==> src/hw/branch_consts.svh <==
`ifndef BRANCH_CONSTS_SVH
`define BRANCH_CONSTS_SVH

////////////////////
// Reset and sizing
////////////////////

// PC after reset, first fetch address
`define PC_RESET_ADDR 16'h0000

// Default depth of the next-PC output queue
`define QUEUE_DEPTH 4

////////////////////
// Opcode values
////////////////////

`define OPC_B  4'hC  // Conditional branch, PC relative
`define OPC_BR 4'hD  // Conditional branch to register

`endif
==> src/hw/branchPkg.sv <==
`default_nettype none

`include "branch_consts.svh"

package branchPkg;

  // Flags travel as a loose 3-bit vector
  // Bit 2 is Z, bit 1 is V, bit 0 is N

  ////////////////////
  // Condition codes
  ////////////////////
  typedef enum logic [2:0] {
    condNe = 3'd0,  // Z == 0
    condEq = 3'd1,  // Z == 1
    condGt = 3'd2,  // Z == 0 and N == 0
    condLt = 3'd3,  // N == 1
    condGe = 3'd4,  // Z == 1, or Z == N == 0
    condLe = 3'd5,  // Z == 1 or N == 1
    condOv = 3'd6,  // V == 1
    condAl = 3'd7   // Unconditional
  } condCode;

  // Only the two branch opcodes are named, all others advance by 2
  typedef enum logic [3:0] {
    opB  = `OPC_B,
    opBr = `OPC_BR
  } opcode;

  ////////////////////
  // Instruction views
  ////////////////////
  typedef struct packed {
    opcode             op;      // [15:12]
    condCode           cond;    // [11:9]
    logic signed [8:0] offset;  // [8:0] word offset
  } bFormat;

  typedef struct packed {
    opcode       op;     // [15:12]
    condCode     cond;   // [11:9]
    logic        pad0;   // [8]
    logic [3:0]  rsIdx;  // [7:4] target register
    logic [3:0]  pad1;   // [3:0]
  } brFormat;

  // Same 16 bits, read as B or as BR
  typedef union packed {
    bFormat  b;
    brFormat br;
  } instrWord;

endpackage

`default_nettype wire

==> src/hw/branchTop.sv <==
`timescale 1ns/1ps
`default_nettype none

module branchTop (
  input  wire                     clk,
  input  wire                     rstN,
  // Instruction stream
  input  wire                     instrValid,
  output logic                    instrReady,
  input  var branchPkg::instrWord instr,
  // Register file read port
  output logic [3:0]              rsIdx,
  input  wire [15:0]              rsData,
  // Flags from the ALU
  input  wire                     flagsWe,
  input  wire [2:0]               flagsIn,
  // Next-PC stream
  output logic                    pcValid,
  input  wire                     pcReady,
  output logic [15:0]             nextPc
);

  import branchPkg::*;

  ////////////////////
  // Internal nets
  ////////////////////
  logic        heldValid;
  logic        heldReady;
  opcode       heldOp;
  condCode     heldCond;
  logic [8:0]  heldOffset;
  logic        pushValid;
  logic        pushReady;
  logic [15:0] pushPc;

  instrIntake uIntake (
    .clk        (clk),
    .rstN       (rstN),
    .instrValid (instrValid),
    .instrReady (instrReady),
    .instr      (instr),
    .heldValid  (heldValid),
    .heldReady  (heldReady),
    .heldOp     (heldOp),
    .heldCond   (heldCond),
    .heldOffset (heldOffset),
    .heldRsIdx  (rsIdx)       // Register read goes out directly
  );

  pcControl uControl (
    .clk        (clk),
    .rstN       (rstN),
    .heldValid  (heldValid),
    .heldReady  (heldReady),
    .heldOp     (heldOp),
    .heldCond   (heldCond),
    .heldOffset (heldOffset),
    .rsData     (rsData),
    .flagsWe    (flagsWe),
    .flagsIn    (flagsIn),
    .pushValid  (pushValid),
    .pushReady  (pushReady),
    .pushPc     (pushPc)
  );

  pcOutQueue uQueue (
    .clk       (clk),
    .rstN      (rstN),
    .pushValid (pushValid),
    .pushReady (pushReady),
    .pushPc    (pushPc),
    .pcValid   (pcValid),
    .pcReady   (pcReady),
    .nextPc    (nextPc)
  );

endmodule

`default_nettype wire

==> src/hw/pcOutQueue.sv <==
`timescale 1ns/1ps
`default_nettype none

`include "branch_consts.svh"

module pcOutQueue #(
  parameter int DEPTH = `QUEUE_DEPTH
) (
  input  wire         clk,
  input  wire         rstN,
  // Push side
  input  wire         pushValid,
  output logic        pushReady,
  input  wire [15:0]  pushPc,
  // Pop side
  output logic        pcValid,
  input  wire         pcReady,
  output logic [15:0] nextPc
);

  localparam int PTR_W = (DEPTH > 1) ? $clog2(DEPTH) : 1;
  localparam int CNT_W = $clog2(DEPTH + 1);

  logic [15:0]      mem [DEPTH];  // Entry storage, no reset
  logic [PTR_W-1:0] wrPtr;
  logic [PTR_W-1:0] rdPtr;
  logic [CNT_W-1:0] count;        // Entries held
  logic             doPush;
  logic             doPop;

  assign pushReady = (count != CNT_W'(DEPTH));  // Low when full
  assign pcValid   = (count != '0);
  assign doPush    = pushValid & pushReady;
  assign doPop     = pcValid & pcReady;

  // Head entry straight from the storage flops
  assign nextPc = mem[rdPtr];

  always_ff @(posedge clk) begin
    if (doPush) begin
      mem[wrPtr] <= pushPc;
    end
  end

  ////////////////////
  // Pointers, count
  ////////////////////
  always_ff @(posedge clk) begin
    if (!rstN) begin
      wrPtr <= '0;
      rdPtr <= '0;
      count <= '0;
    end else begin
      if (doPush) begin
        wrPtr <= (wrPtr == PTR_W'(DEPTH - 1)) ? '0 : wrPtr + 1'b1;  // Wrap
      end
      if (doPop) begin
        rdPtr <= (rdPtr == PTR_W'(DEPTH - 1)) ? '0 : rdPtr + 1'b1;
      end
      case ({doPush, doPop})
        2'b10:   count <= count + 1'b1;
        2'b01:   count <= count - 1'b1;
        default: count <= count;  // Both or neither
      endcase
    end
  end

endmodule

`default_nettype wire

==> src/hw/pcControl.sv <==
`timescale 1ns/1ps
`default_nettype none

`include "branch_consts.svh"

module pcControl (
  input  wire                     clk,
  input  wire                     rstN,
  // Held instruction from intake
  input  wire                     heldValid,
  output logic                    heldReady,
  input  var branchPkg::opcode    heldOp,
  input  var branchPkg::condCode  heldCond,
  input  wire [8:0]               heldOffset,
  // Register read result for BR
  input  wire [15:0]              rsData,
  // Flag write from the ALU
  input  wire                     flagsWe,
  input  wire [2:0]               flagsIn,
  // Push side of the output queue
  output logic                    pushValid,
  input  wire                     pushReady,
  output logic [15:0]             pushPc
);

  import branchPkg::*;

  logic [15:0] pc;            // Current PC
  logic [2:0]  flags;         // Z, V, N
  logic        flagZ;
  logic        flagV;
  logic        flagN;
  logic [15:0] pcPlus2;       // Fall-through address
  logic [15:0] offsetExt;     // Byte offset, sign extended
  logic [15:0] branchTarget;  // PC+2 plus offset
  logic [15:0] targetPc;      // Selected next PC
  logic        condMet;
  logic        isBranch;
  logic        takeBranch;
  logic        consume;       // Held word retires this edge

  ////////////////////
  // Adders
  ////////////////////
  cla16 uAddNext (
    .a   (pc),
    .b   (16'h0002),
    .sum (pcPlus2)
  );

  // Word offset to byte offset
  assign offsetExt = {{6{heldOffset[8]}}, heldOffset, 1'b0};

  cla16 uAddBranch (
    .a   (pcPlus2),
    .b   (offsetExt),
    .sum (branchTarget)
  );

  ////////////////////
  // Condition check
  ////////////////////
  assign flagZ = flags[2];
  assign flagV = flags[1];
  assign flagN = flags[0];

  always_comb begin
    condMet = 1'b0;
    case (heldCond)
      condNe: condMet = ~flagZ;
      condEq: condMet = flagZ;
      condGt: condMet = ~flagZ & ~flagN;
      condLt: condMet = flagN;
      condGe: condMet = flagZ | (~flagZ & ~flagN);
      condLe: condMet = flagZ | flagN;
      condOv: condMet = flagV;
      condAl: condMet = 1'b1;
      default: condMet = 1'b0;
    endcase
  end

  assign isBranch   = (heldOp == opB) | (heldOp == opBr);
  assign takeBranch = isBranch & condMet;

  // BR jumps to the register, B to the offset sum
  always_comb begin
    if (takeBranch) begin
      targetPc = (heldOp == opBr) ? rsData : branchTarget;
    end else begin
      targetPc = pcPlus2;
    end
  end

  ////////////////////
  // Handshake
  ////////////////////
  assign heldReady = pushReady;  // Stall only on a full queue
  assign pushValid = heldValid;
  assign pushPc    = targetPc;
  assign consume   = heldValid & pushReady;

  ////////////////////
  // State
  ////////////////////
  always_ff @(posedge clk) begin
    if (!rstN) begin
      pc <= `PC_RESET_ADDR;
    end else if (consume) begin
      pc <= targetPc;  // Same value goes into the queue
    end
  end

  // New flags apply from the next edge on
  always_ff @(posedge clk) begin
    if (!rstN) begin
      flags <= 3'b000;
    end else if (flagsWe) begin
      flags <= flagsIn;
    end
  end

endmodule

`default_nettype wire

==> src/hw/instrIntake.sv <==
`timescale 1ns/1ps
`default_nettype none

module instrIntake (
  input  wire                 clk,
  input  wire                 rstN,
  // Instruction stream in
  input  wire                 instrValid,
  output logic                instrReady,
  input  var branchPkg::instrWord instr,
  // Held instruction out
  output logic                heldValid,
  input  wire                 heldReady,
  output branchPkg::opcode    heldOp,
  output branchPkg::condCode  heldCond,
  output logic [8:0]          heldOffset,
  output logic [3:0]          heldRsIdx
);

  import branchPkg::*;

  instrWord heldWord;  // Accepted instruction
  logic     full;      // Stage holds a word
  logic     accept;    // Word transfers this edge

  ////////////////////
  // Handshake
  ////////////////////

  // Ready when empty or when the held word leaves this cycle
  assign instrReady = ~full | heldReady;
  assign accept     = instrValid & instrReady;
  assign heldValid  = full;

  always_ff @(posedge clk) begin
    if (!rstN) begin
      full <= 1'b0;
    end else if (instrReady) begin
      full <= instrValid;  // Refill, drain, or stay empty
    end
  end

  // Payload only, no reset
  always_ff @(posedge clk) begin
    if (accept) begin
      heldWord <= instr;
    end
  end

  ////////////////////
  // Decode
  ////////////////////

  // Opcode and condition sit at the same bits in both views
  assign heldOp     = heldWord.b.op;
  assign heldCond   = heldWord.b.cond;

  assign heldOffset = heldWord.b.offset;  // B view
  assign heldRsIdx  = heldWord.br.rsIdx;  // BR view

endmodule

`default_nettype wire

==> src/hw/cla16.sv <==
`timescale 1ns/1ps
`default_nettype none

module cla16 (
  input  wire [15:0] a,
  input  wire [15:0] b,
  output logic [15:0] sum
);

  logic [15:0] g;         // Bit generate
  logic [15:0] p;         // Bit propagate
  logic [3:0]  grpG;      // Group generate
  logic [3:0]  grpP;      // Group propagate
  logic [3:0]  grpCarry;  // Carry into each group

  assign g = a & b;
  assign p = a ^ b;

  ////////////////////
  // 4-bit groups
  ////////////////////
  for (genvar grp = 0; grp < 4; grp++) begin : gGroup
    logic [3:0] gg;
    logic [3:0] pp;
    logic [3:0] cc;  // Carry into each bit of the group

    assign gg = g[4*grp +: 4];
    assign pp = p[4*grp +: 4];

    // Lookahead inside the group
    assign cc[0] = grpCarry[grp];
    assign cc[1] = gg[0] | (pp[0] & cc[0]);
    assign cc[2] = gg[1] | (pp[1] & gg[0]) | (pp[1] & pp[0] & cc[0]);
    assign cc[3] = gg[2] | (pp[2] & gg[1]) | (pp[2] & pp[1] & gg[0])
                 | (pp[2] & pp[1] & pp[0] & cc[0]);

    // Group terms for the second level
    assign grpG[grp] = gg[3] | (pp[3] & gg[2]) | (pp[3] & pp[2] & gg[1])
                     | (pp[3] & pp[2] & pp[1] & gg[0]);
    assign grpP[grp] = &pp;

    assign sum[4*grp +: 4] = pp ^ cc;
  end

  ////////////////////
  // Group lookahead
  ////////////////////
  // No carry in, carry out of group 3 is not needed
  assign grpCarry[0] = 1'b0;
  assign grpCarry[1] = grpG[0] | (grpP[0] & grpCarry[0]);
  assign grpCarry[2] = grpG[1] | (grpP[1] & grpG[0])
                     | (grpP[1] & grpP[0] & grpCarry[0]);
  assign grpCarry[3] = grpG[2] | (grpP[2] & grpG[1]) | (grpP[2] & grpP[1] & grpG[0])
                     | (grpP[2] & grpP[1] & grpP[0] & grpCarry[0]);

endmodule

`default_nettype wire

==> config.mk <==
export PLATFORM = sky130hd
export DESIGN_NAME = branchTop
export DESIGN_NICKNAME = d
export VERILOG_FILES = /design/src/hw/branchPkg.sv /design/src/hw/branchTop.sv /design/src/hw/pcOutQueue.sv /design/src/hw/pcControl.sv /design/src/hw/instrIntake.sv /design/src/hw/cla16.sv
export VERILOG_INCLUDE_DIRS = /design/src /design/src/hw
export SDC_FILE = /design/constraint.sdc
export NUM_CORES = 1
export LEC_CHECK = 0
export BUFFER_PORTS_ARGS = -buffer_cell sky130_fd_sc_hd__buf_2
export CORE_MARGIN = 3
export CORE_UTILIZATION = 55
export CTS_BUF_LIST = sky130_fd_sc_hd__clkbuf_4 sky130_fd_sc_hd__clkbuf_8
export CTS_CLUSTER_DIAMETER = 120
export DETAILED_ROUTE_END_ITERATION = 7
export MAX_ROUTING_LAYER = met4
export PLACE_DENSITY = 0.88
export SYNTH_ARGS = -nofsm -noshare
export SYNTH_HDL_FRONTEND = slang
export SYNTH_SLANG_ARGS = --single-unit
==> constraint.sdc <==
create_clock -name clk -period 3.5 [get_ports clk]
set_input_delay 0.525 -clock clk [delete_from_list [all_inputs] [get_ports clk]]
set_output_delay 0.525 -clock clk [all_outputs]
set_load 0.01 [all_outputs]
### Yosys cells after proc, flatten, opt, wreduce, memory -nomap -nowiden

Memory sizes are Yosys's and may differ from the RTL's. A register that Yosys moved wholly into a read port is not among the register bits.
Index checks and enable logic that the tools add are counted.

* flip-flop bits (word level): 43
* bits in writable memories: 64
* output and inout port bits: 22
* memories: 1

* add/subtract/negate cells: 4
* eq/ne operators: 14
* multiplexer cells: 10
* bitwise operators: 130
* reductions and logical operators: 7

Memory list
* uQueue.mem: words 4, width 16, read ports 1, clocked after memory_dff 1, write ports 1, line pcOutQueue.sv:24 `logic [15:0] mem [DEPTH];`

Operators with widths (count)
* 1-bit bitwise AND: 79
* 1-bit OR: 37
* 16-bit two-way mux: 2
* 4-bit XOR: 8
* 4-bit AND reduction: 4
* 16-bit XOR: 1
* 15-bit bitwise AND: 1
* 3-bit == test, second input constant: 4
* 4-bit == test, second input constant: 2
* 2-bit two-way mux: 4
* 1-bit case mux with 8 select lines: 1
* 2-bit == test, second input constant: 3
* 3-bit by 2-bit == test with 1-bit output, second input constant: 2
* 3-bit case mux with 2 select lines: 1
* 2-bit by 1-bit adder with 2-bit output, second input constant: 2
* 1-bit NOT: 4
* 3-bit by 1-bit adder with 3-bit output, second input constant: 1
* 3-bit by 1-bit == test with 1-bit output, second input constant: 1
* 3-bit zero test: 1
* 3-bit inequality test, second input constant: 1
* 3-bit nonzero test: 1
* 3-bit by 1-bit subtractor with 3-bit output, second input constant: 1
* 2-bit by 1-bit == test with 1-bit output, second input constant: 1
* 1-bit two-way mux: 2
* 2-bit nonzero test: 1

### Depth between registers and ports, before layout

Gate-level depths: netlist of the first run.

* depth after elaboration: 18
* gate-level depth with buffers: 19
* mapped depth without buffers: 19

### By module

Synthesis of the first run repeated with hierarchy kept, for this count alone.

* cells, all modules: 491
* area total of the unflattened synthesis: 6203.4 µm²

Modules (own cells, without submodules)
* pcOutQueue: times used 1, cells an instance 140, area an instance 2807.7 µm², sequential area each 2102.0 µm²
* pcControl: times used 1, cells an instance 169, area an instance 1478.9 µm², sequential area each 380.4 µm²
* cla16 at uControl.uAddNext: times used 1, cells an instance 81, area an instance 725.7 µm², sequential area each 0.0 µm²
* cla16 at uControl.uAddBranch: times used 1, cells an instance 76, area an instance 623.1 µm², sequential area each 0.0 µm²
* instrIntake: times used 1, cells an instance 25, area an instance 568.0 µm², sequential area each 500.5 µm²

### Least setup slack after synthesis of the first run

Ideal clock, no wire load.

* path type: register -> register
* start point: register uControl.pc[3]
* end point: register uControl.pc[12]
* setup time: 65 ps
* data arrival time: 3221 ps
* data required time: 3435 ps
* slack: 213 ps
* stages on the path, launching flop included: 19
* path buffers: 0
* clock period less this slack: 3287 ps
* cell sequence: dfxtp_1 -> nand3_1 -> nor2_1 -> and2_1 -> ha_1 -> xor2_1 -> ha_1 -> or3_1 -> o22a_1 -> o31a_2 -> nand2_1 -> nand2b_1 -> a21oi_1 -> fa_1 -> nand2_1 -> o211ai_1 -> o21ai_0 -> mux2i_1 -> nor2b_1

* cells in the longest elaborated chain, start to end: 15

Ends and longest elaborated chain
* start, declared: line pcControl.sv:28 `logic [15:0] pc;`
* start signal, assigned: line pcControl.sv:107 `` pc <= `PC_RESET_ADDR; ``
* start signal, assigned: line pcControl.sv:109 `pc <= targetPc;`
* 1-bit bitwise AND
* 1-bit bitwise AND: line cla16.sv:38 `assign grpG[grp] = gg[3] | (pp[3] & gg[2]) | (pp[3] & pp[2] & gg[1])`
* 1-bit bitwise AND (on tied branches): line cla16.sv:51, cla16.sv:33, cla16.sv:35
* 1-bit bitwise AND (tied with other cells): line cla16.sv:35 `| (pp[2] & pp[1] & pp[0] & cc[0]);`
* 4-bit XOR (tied with other cells): line cla16.sv:42 `assign sum[4*grp +: 4] = pp ^ cc;`
* 16-bit XOR (tied with other cells): line cla16.sv:17 `assign p = a ^ b;`
* 1-bit bitwise AND (tied with other cells): line cla16.sv:38
* 1-bit OR (tied with other cells) (2 in a row): line cla16.sv:38
* 1-bit OR or 1-bit bitwise AND (tied branches): line cla16.sv:39, cla16.sv:53
* 1-bit OR (2 in a row): line cla16.sv:53 `assign grpCarry[3] = grpG[2] | (grpP[2] & grpG[1]) | (grpP[2] & grpP[1] & grpG[0])`
* 4-bit XOR: line cla16.sv:42
* 16-bit two-way mux: line pcControl.sv:88 `targetPc = (heldOp == opBr) ? rsData : branchTarget;`
* 16-bit two-way mux *: line pcControl.sv:87 `if (takeBranch) begin`
* via pushPc[12]: line branchTop.sv:35 `logic [15:0] pushPc;`

The timed path passes the listed nets; every way through them passes the cells marked *.
A chain may end at the register's enable or synchronous reset.

### Final worst setup path of the first run

* start point: register uControl.pc[1]
* end point: register uControl.pc[8]

* cells in the longest elaborated chain, start to end: 12

Ends and longest elaborated chain
* 1-bit bitwise AND (on tied branches): line cla16.sv:38, cla16.sv:34
* 1-bit bitwise AND (tied with other cells): line cla16.sv:35
* 4-bit XOR or 16-bit XOR (tied branches): line cla16.sv:42, cla16.sv:17
* 16-bit XOR (tied with other cells): line cla16.sv:17
* 1-bit bitwise AND (tied with other cells): line cla16.sv:38
* 1-bit OR (tied with other cells) (2 in a row): line cla16.sv:38
* 1-bit OR or 1-bit bitwise AND (tied branches): line cla16.sv:39, cla16.sv:51
* 1-bit OR: line cla16.sv:51 `assign grpCarry[2] = grpG[1] | (grpP[1] & grpG[0])`
* 4-bit XOR: line cla16.sv:42
* 16-bit two-way mux: line pcControl.sv:88
* 16-bit two-way mux *: line pcControl.sv:87
* via pushPc[8]: line branchTop.sv:35

Marks and branches as above.

==> results of run 1 <==
## kinds of logic after synthesis
| kind of cell | synth area share |
|---|---|
| flops | 0.547 |
| mux | 0.0865 |
| xor+xnor | 0.0305 |
| fa+ha+maj | 0.0734 |
| simple gates | 0.117 |
| compound gates | 0.100 |
| buf+inv | 0.0463 |
## cell type report
type                    count  area (µm²)
multi-input cells         284        2350
fillers                   702        3260
inverters                  21        78.8
repair buffers             76         418
well taps                 129         161
flip-flops and latches    109        3000
clock inverters             6        53.8
clock buffers              10         138
## per-stage QoR
step	TNS [ps]	total power, mW
after global placement	0	2.19
final	0	2.96
after global routing	-231	3.10
after detailed placement	-48.2	2.22
after CTS	0	2.96
after floorplan	0	2.02
## sequential cells by signal, summed over array words and instances (netlist names), named ones only
signal             flops
uQueue.wrPtr           2
uControl.pc           16
uControl.flags         3
uQueue.mem            64
uIntake.heldWord      16
uQueue.rdPtr           2
uQueue.count           3
uIntake.heldValid      1
## worst min path at each step
stage	slack (ps)	to	cells after the start	start
detailed placement	500	uControl.pc[0]$_SDFFE_PN0P_	2	uControl.pc[0]$_SDFFE_PN0P_
finish	320	uIntake.heldWord[8]$_DFFE_PP_	1	instr[8]
global route	300	uIntake.heldWord[15]$_DFFE_PP_	1	instr[15]
CTS	310	uIntake.heldWord[8]$_DFFE_PP_	1	instr[8]
global placement	480	uControl.pc[3]$_SDFFE_PN0P_	2	uControl.pc[3]$_SDFFE_PN0P_
floorplan	460	uControl.pc[13]$_SDFFE_PN0P_	2	uControl.pc[13]$_SDFFE_PN0P_
## timing repair
item                                    4_1_cts  5_1_grt
pin swaps                                     0        8
endpoints found under the setup margin        6       29
setup buffers                                 0        4
resized for setup                             3       32
## critical path, delay by kind of cell (launching register included)
family	cells	cell delay [ps]
fa+ha+maj	3	920
compound gates	4	820
simple gates	4	710
flops	1	360
xor+xnor	1	250
mux	1	160
buf+inv	1	150
## power by group
group          switching (mW)  total (mW)  internal (mW)
clock                   0.455       0.748          0.293
sequential             0.0571        1.53           1.48
combinational           0.365       0.676          0.311
total                   0.877        2.96           2.08
## cell usage in the layout, fill, tap and decap left out, types with 7 or more instances in the layout
master and count:
edfxtp_1 80, buf_2 61, nand2_1 45, dfxtp_1 23, o21ai_0 21, inv_1 21
ha_1 21, nor2_1 19, mux4_2 16, buf_4 15, nor2b_1 12, mux2i_1 10
a21boi_0 10, clkbuf_8 10, a31oi_1 8, xor2_1 8, and3_1 7, nand3_1 7
and2_1 7
## routing by layer
metal / up-vias / wire length [µm] / GRT usage
met5: - / 0 / -
met4: 0 / 158 / 0.0629
met3: 16 / 677 / 0.0429
met2: 159 / 5710 / 0.340
met1: 1812 / 4910 / 0.277
li1: 1734 / - / -
==> key figures, run 1 <==
STA
  – Slew Limit Fails: 0
  – Fmax: 0.292 GHz
  – Final hold vios: 0
  – Hold slack: 319 ps
  – Min Tclk post-route: 3420 ps
  – Rel. slew slack: 0.360
  – Clock skew: 11.2 ps
  – Setup-failing EPs final: 0
  – Period utilization: 0.977
  – Worst slew pin tran: 957 ps
  – Final setup margin: 80.7 ps

Drt
  – Post-DR vias/cell: 5.86
  – Post-DRT Antenna Nets: 0
  – Drt wl/cell: 18.0 µm
  – DRC viols: 0
  – Iteration-0 DRC Markers: 311
  – First drt pass iteration count: 5
  – Total wire length: 11500 µm
  – Vias: 3721

Setup path
  – Reg-to-Reg Start: uControl.pc[1]$_SDFFE_PN0P_
  – Critical Path Start: uControl.pc[1]$_SDFFE_PN0P_
  – Reg2Reg Depth: 14
  – Startpoint Class: register
  – Critical path's largest stage delay: 440 ps
  – Critical Path AT: 3730 ps
  – CP Cell Sequence: buf_4 -> ha_1 -> xor2_2 -> ha_4 -> o21a_1 -> and4_4 -> or2_2 -> a21oi_1 -> fa_1 -> nand2_1 -> o211ai_1 -> o21ai_1 -> mux2i_1 -> nor2b_1
  – Reg2reg setup slack: 80 ps
  – Req. time, crit path: 3810 ps
  – CP max stage cell: fa_1
  – FF-to-FF End: uControl.pc[8]$_SDFFE_PN0P_
  – Worst setup path end: uControl.pc[8]$_SDFFE_PN0P_
  – Type of the worst setup path: reg2reg
  – CP max FO: 5
  – CP endpoint kind: register

Synthesis
  – Mapped Nets: 505
  – Yosys top cell by area: edfxtp_1
  – Post-synth ARST share: 0
  – Synthesis warning total: 0
  – Yosys cell types: 54
  – Number of synthesized register bits: 109
  – Sequential cell area fraction in the yosys report: 0.547
  – Synth Area per Inst: 12.5 µm²
  – Post-synthesis cell area: 5460 µm²
  – Post-synth EDFFs: 80
  – Top cells by count, synth: 80 x edfxtp_1, 46 x nand2_1, 29 x dfxtp_1
  – Top cell type's share of synthesized area: 0.440
  – Top post-synthesis cells by area: edfxtp_1 44%, dfxtp_1 11%, mux4_2 6.6%, ha_1 5.5%, nand2_1 3.2%
  – Mapped Cells: 436
  – Ys flop type: edfxtp_1
  – Most common cell in the synthesized netlist: edfxtp_1

Finish
  – Fin cells: 635
  – Final Util: 0.655
  – Fin nets: 570
  – Layout cells sized above 1: 0.291
  – Final instance area: 6200 µm²
  – Layout area overhead: 13.6%
  – # diodes: 0

GRT
  – Total grt overflow: 0
  – Gr usage total: 0.212
  – Largest net degree at the start of global routing: 39
  – Vias in the first global route: 3776
  – Antenna violations before repair: 0
  – First-pass GRT wire length: 18200 µm

Die
  – Core area: 9460 µm²
  – Die H: 106 µm
  – Io pins: 62
  – Initial Utilization: 0.577
  – Die area: 11100 µm²
  – Die width: 106 µm
  – Row count: 35

CTS
  – Clock slew at reported path FFs: 110 ps
  – H-tree depth: 3
  – Worst skew pair latency: 370 ps
  – Clk sink count: 109
  – TritonCTS clock tree: yes
  – Clk root buf: clkbuf_8
  – CTS Buffer Depth: 2
  – Cts hold-fix bufs: 0
  – Num CTS Buffers: 9

Power and ir drop
  – Peak supply drop: 0.303 mV
  – Pwr per Cell Area: 477 nW/µm²
  – LEAKAGE: 2.40 nW

Job
  – Total of max-cap violations: 0

Place
  – Placer Congestion: 0.927
  – Pre-CTS WS: -48.2 ps
  – IO Port Bufs: 61
  – Final HPWL DP: 7830 µm
  – Dpl cells: 615
  – Post-DP Area: 5840 µm²

Status
  – Outcome: finished clean

Min path
  – Hold crit path type: in2reg
(Power assumes the default switching activity.)
==> inputs of run 2 (changes only) <==
--- a/config.mk
+++ b/config.mk
@@ -12,8 +12,8 @@
 export CTS_BUF_LIST = sky130_fd_sc_hd__clkbuf_4 sky130_fd_sc_hd__clkbuf_8
 export CTS_CLUSTER_DIAMETER = 120
 export DETAILED_ROUTE_END_ITERATION = 7
-export MAX_ROUTING_LAYER = met4
 export PLACE_DENSITY = 0.88
 export SYNTH_ARGS = -nofsm -noshare
 export SYNTH_HDL_FRONTEND = slang
 export SYNTH_SLANG_ARGS = --single-unit
+export TNS_END_PERCENT = 1
==> key figures, run 2 (same netlist as run 1, synthesis figures left out) <==
Power and ir drop
  – Pwr per Cell Area: 477 nW/µm²
  – Net Sw Frac: 0.297
  – LEAKAGE: 2.40 nW
  – Sw Pwr: 877 µW
  – Combinational share of power: 0.228
  – Internal Power: 2.08 mW
  – Sequential Power Share: 0.518
  – Clock share of power: 0.253
  – Peak supply drop: 0.302 mV

CTS
  – TritonCTS clock tree: yes
  – Clk root buf: clkbuf_8
  – CTS Buffer Depth: 2
  – H-tree depth: 3
  – Clk sink count: 109
  – Cts hold-fix bufs: 0
  – Num CTS Buffers: 9
  – Clock slew at reported path FFs: 110 ps
  – Worst skew pair latency: 370 ps

GRT
  – Gr usage total: 0.206
  – Antenna violations before repair: 0
  – First-pass GRT wire length: 18200 µm
  – Largest net degree at the start of global routing: 39
  – Vias in the first global route: 3773
  – Total grt overflow: 0

Die
  – Core area: 9460 µm²
  – Io pins: 62
  – Die area: 11100 µm²
  – Die width: 106 µm
  – Initial Utilization: 0.577
  – Die H: 106 µm
  – Row count: 35

Setup path
  – Critical Path AT: 3740 ps
  – Req. time, crit path: 3810 ps
  – Type of the worst setup path: reg2reg
  – CP max FO: 5
  – Startpoint Class: register
  – CP endpoint kind: register

Min path
  – Hold crit path type: in2reg

Drt
  – Vias: 3719
  – Drt wl/cell: 18.0 µm
  – Post-DRT Antenna Nets: 0
  – First drt pass iteration count: 5
  – DRC viols: 0
  – Iteration-0 DRC Markers: 272
  – Post-DR vias/cell: 5.86
  – Total wire length: 11400 µm

Place
  – Placer Congestion: 0.911
  – Final HPWL DP: 7830 µm
  – Pre-CTS WS: -48.2 ps
  – Post-DP Area: 5840 µm²
  – IO Port Bufs: 61
  – Dpl cells: 615

STA
  – Min Tclk post-route: 3430 ps
  – Final setup margin: 67.1 ps
  – Slew Limit Fails: 0
  – Clock skew: 14.1 ps
  – Period utilization: 0.981
  – Rel. slew slack: 0.364
  – Fmax: 0.291 GHz
  – Final hold vios: 0
  – Worst slew pin tran: 950 ps
  – Setup-failing EPs final: 0

Finish
  – Fill cell total of the finished layout: 702
  – Layout cells sized above 1: 0.291
  – Commonest non-fill, non-tap cell in the layout: edfxtp_1
  – # diodes: 0
  – Final instance area: 6200 µm²
  – Max reg flops: 64
  – Fin cells: 635
  – Fin nets: 570
  – Regs by FF count: uQueue.mem (64), uControl.pc (16), uIntake.heldWord (16)
  – Layout area overhead: 13.6%
  – Most frequent cells in the layout: 80 x edfxtp_1, 61 x buf_2, 45 x nand2_1, 23 x dfxtp_1
  – Most flop-heavy register: uQueue.mem
  – Final Util: 0.655

Status
  – Outcome: finished clean

Job
  – Total of max-cap violations: 0
-- run 2: repair_timing --
action                                  4_1_cts  5_1_grt
hold endpoints to repair                      0        0
buffers inserted                              0        4
gates resized for setup                       3       32
endpoints found under the setup margin        6       29
cloned                                        0        0
pin swaps                                     0        8
-- run 2: area by class of cell --
| cell class | instances | area [µm²] | area share |
|---|---|---|---|
| sequential | 109 | 3000 | 0.483 |
| tap | 129 | 161 | 0.0260 |
| multi-input combinational | 284 | 2350 | 0.380 |
| timing repair buffer | 76 | 418 | 0.0674 |
| inverter | 21 | 78.8 | 0.0127 |
| clock inverter | 6 | 53.8 | 0.00868 |
| clock buffer | 10 | 138 | 0.0222 |
-- run 2: stage by stage --
step | TNS (ps) | hold slack [ps] | power (mW)
2_1_floorplan | 0 | 464 | 2.02
3_3_place_gp | 0 | 479 | 2.19
3_5_place_dp | -48.2 | 497 | 2.22
4_1_cts | 0 | 310 | 2.96
5_1_grt | -250 | 303 | 3.10
6_report | 0 | 317 | 2.96
-- run 2: routing by layer --
layer	vias to the layer above	global-route usage	share of wire	wire length [µm]
li1	1735	-	-	-
met4	0	0.0620	0.023	257
met3	27	0.0447	0.065	737
met2	157	0.340	0.49	5620
met5	-	0	0	0
met1	1800	0.276	0.42	4800
-- run 2: power groups by stage --
stage / sequential [mW] / clock (mW) / combinational (mW)
floorplan: 1.54 / 0 / 0.484
global placement: 1.56 / 0 / 0.637
detailed placement: 1.56 / 0 / 0.660
CTS: 1.53 / 0.758 / 0.667
global route: 1.54 / 0.810 / 0.746
finish: 1.53 / 0.750 / 0.676
-- run 2: path summary, 6_finish.rpt --
check / to / from / slack, ps / cells after the start
hold reg to reg: uQueue.wrPtr[1]$_SDFFE_PN0P_ / uQueue.wrPtr[1]$_SDFFE_PN0P_ / 520 / 2
setup / recovery: uControl.pc[8]$_SDFFE_PN0P_ / uControl.pc[1]$_SDFFE_PN0P_ / 70 / 14
hold / removal: uIntake.heldWord[8]$_DFFE_PP_ / instr[8] / 320 / 1
setup reg to reg: uControl.pc[8]$_SDFFE_PN0P_ / uControl.pc[1]$_SDFFE_PN0P_ / 70 / 14
-- run 2: critical path: stages, from the launching register on --
cell	delay, ps
dfxtp_2	350
buf_4	150
ha_1	240
xor2_2	250
ha_4	250
o21a_1	220
and4_4	220
or2_2	290
a21oi_1	190
fa_1	440
nand2_1	70
o211ai_1	110
o21ai_1	310
mux2i_1	160
nor2b_1	130
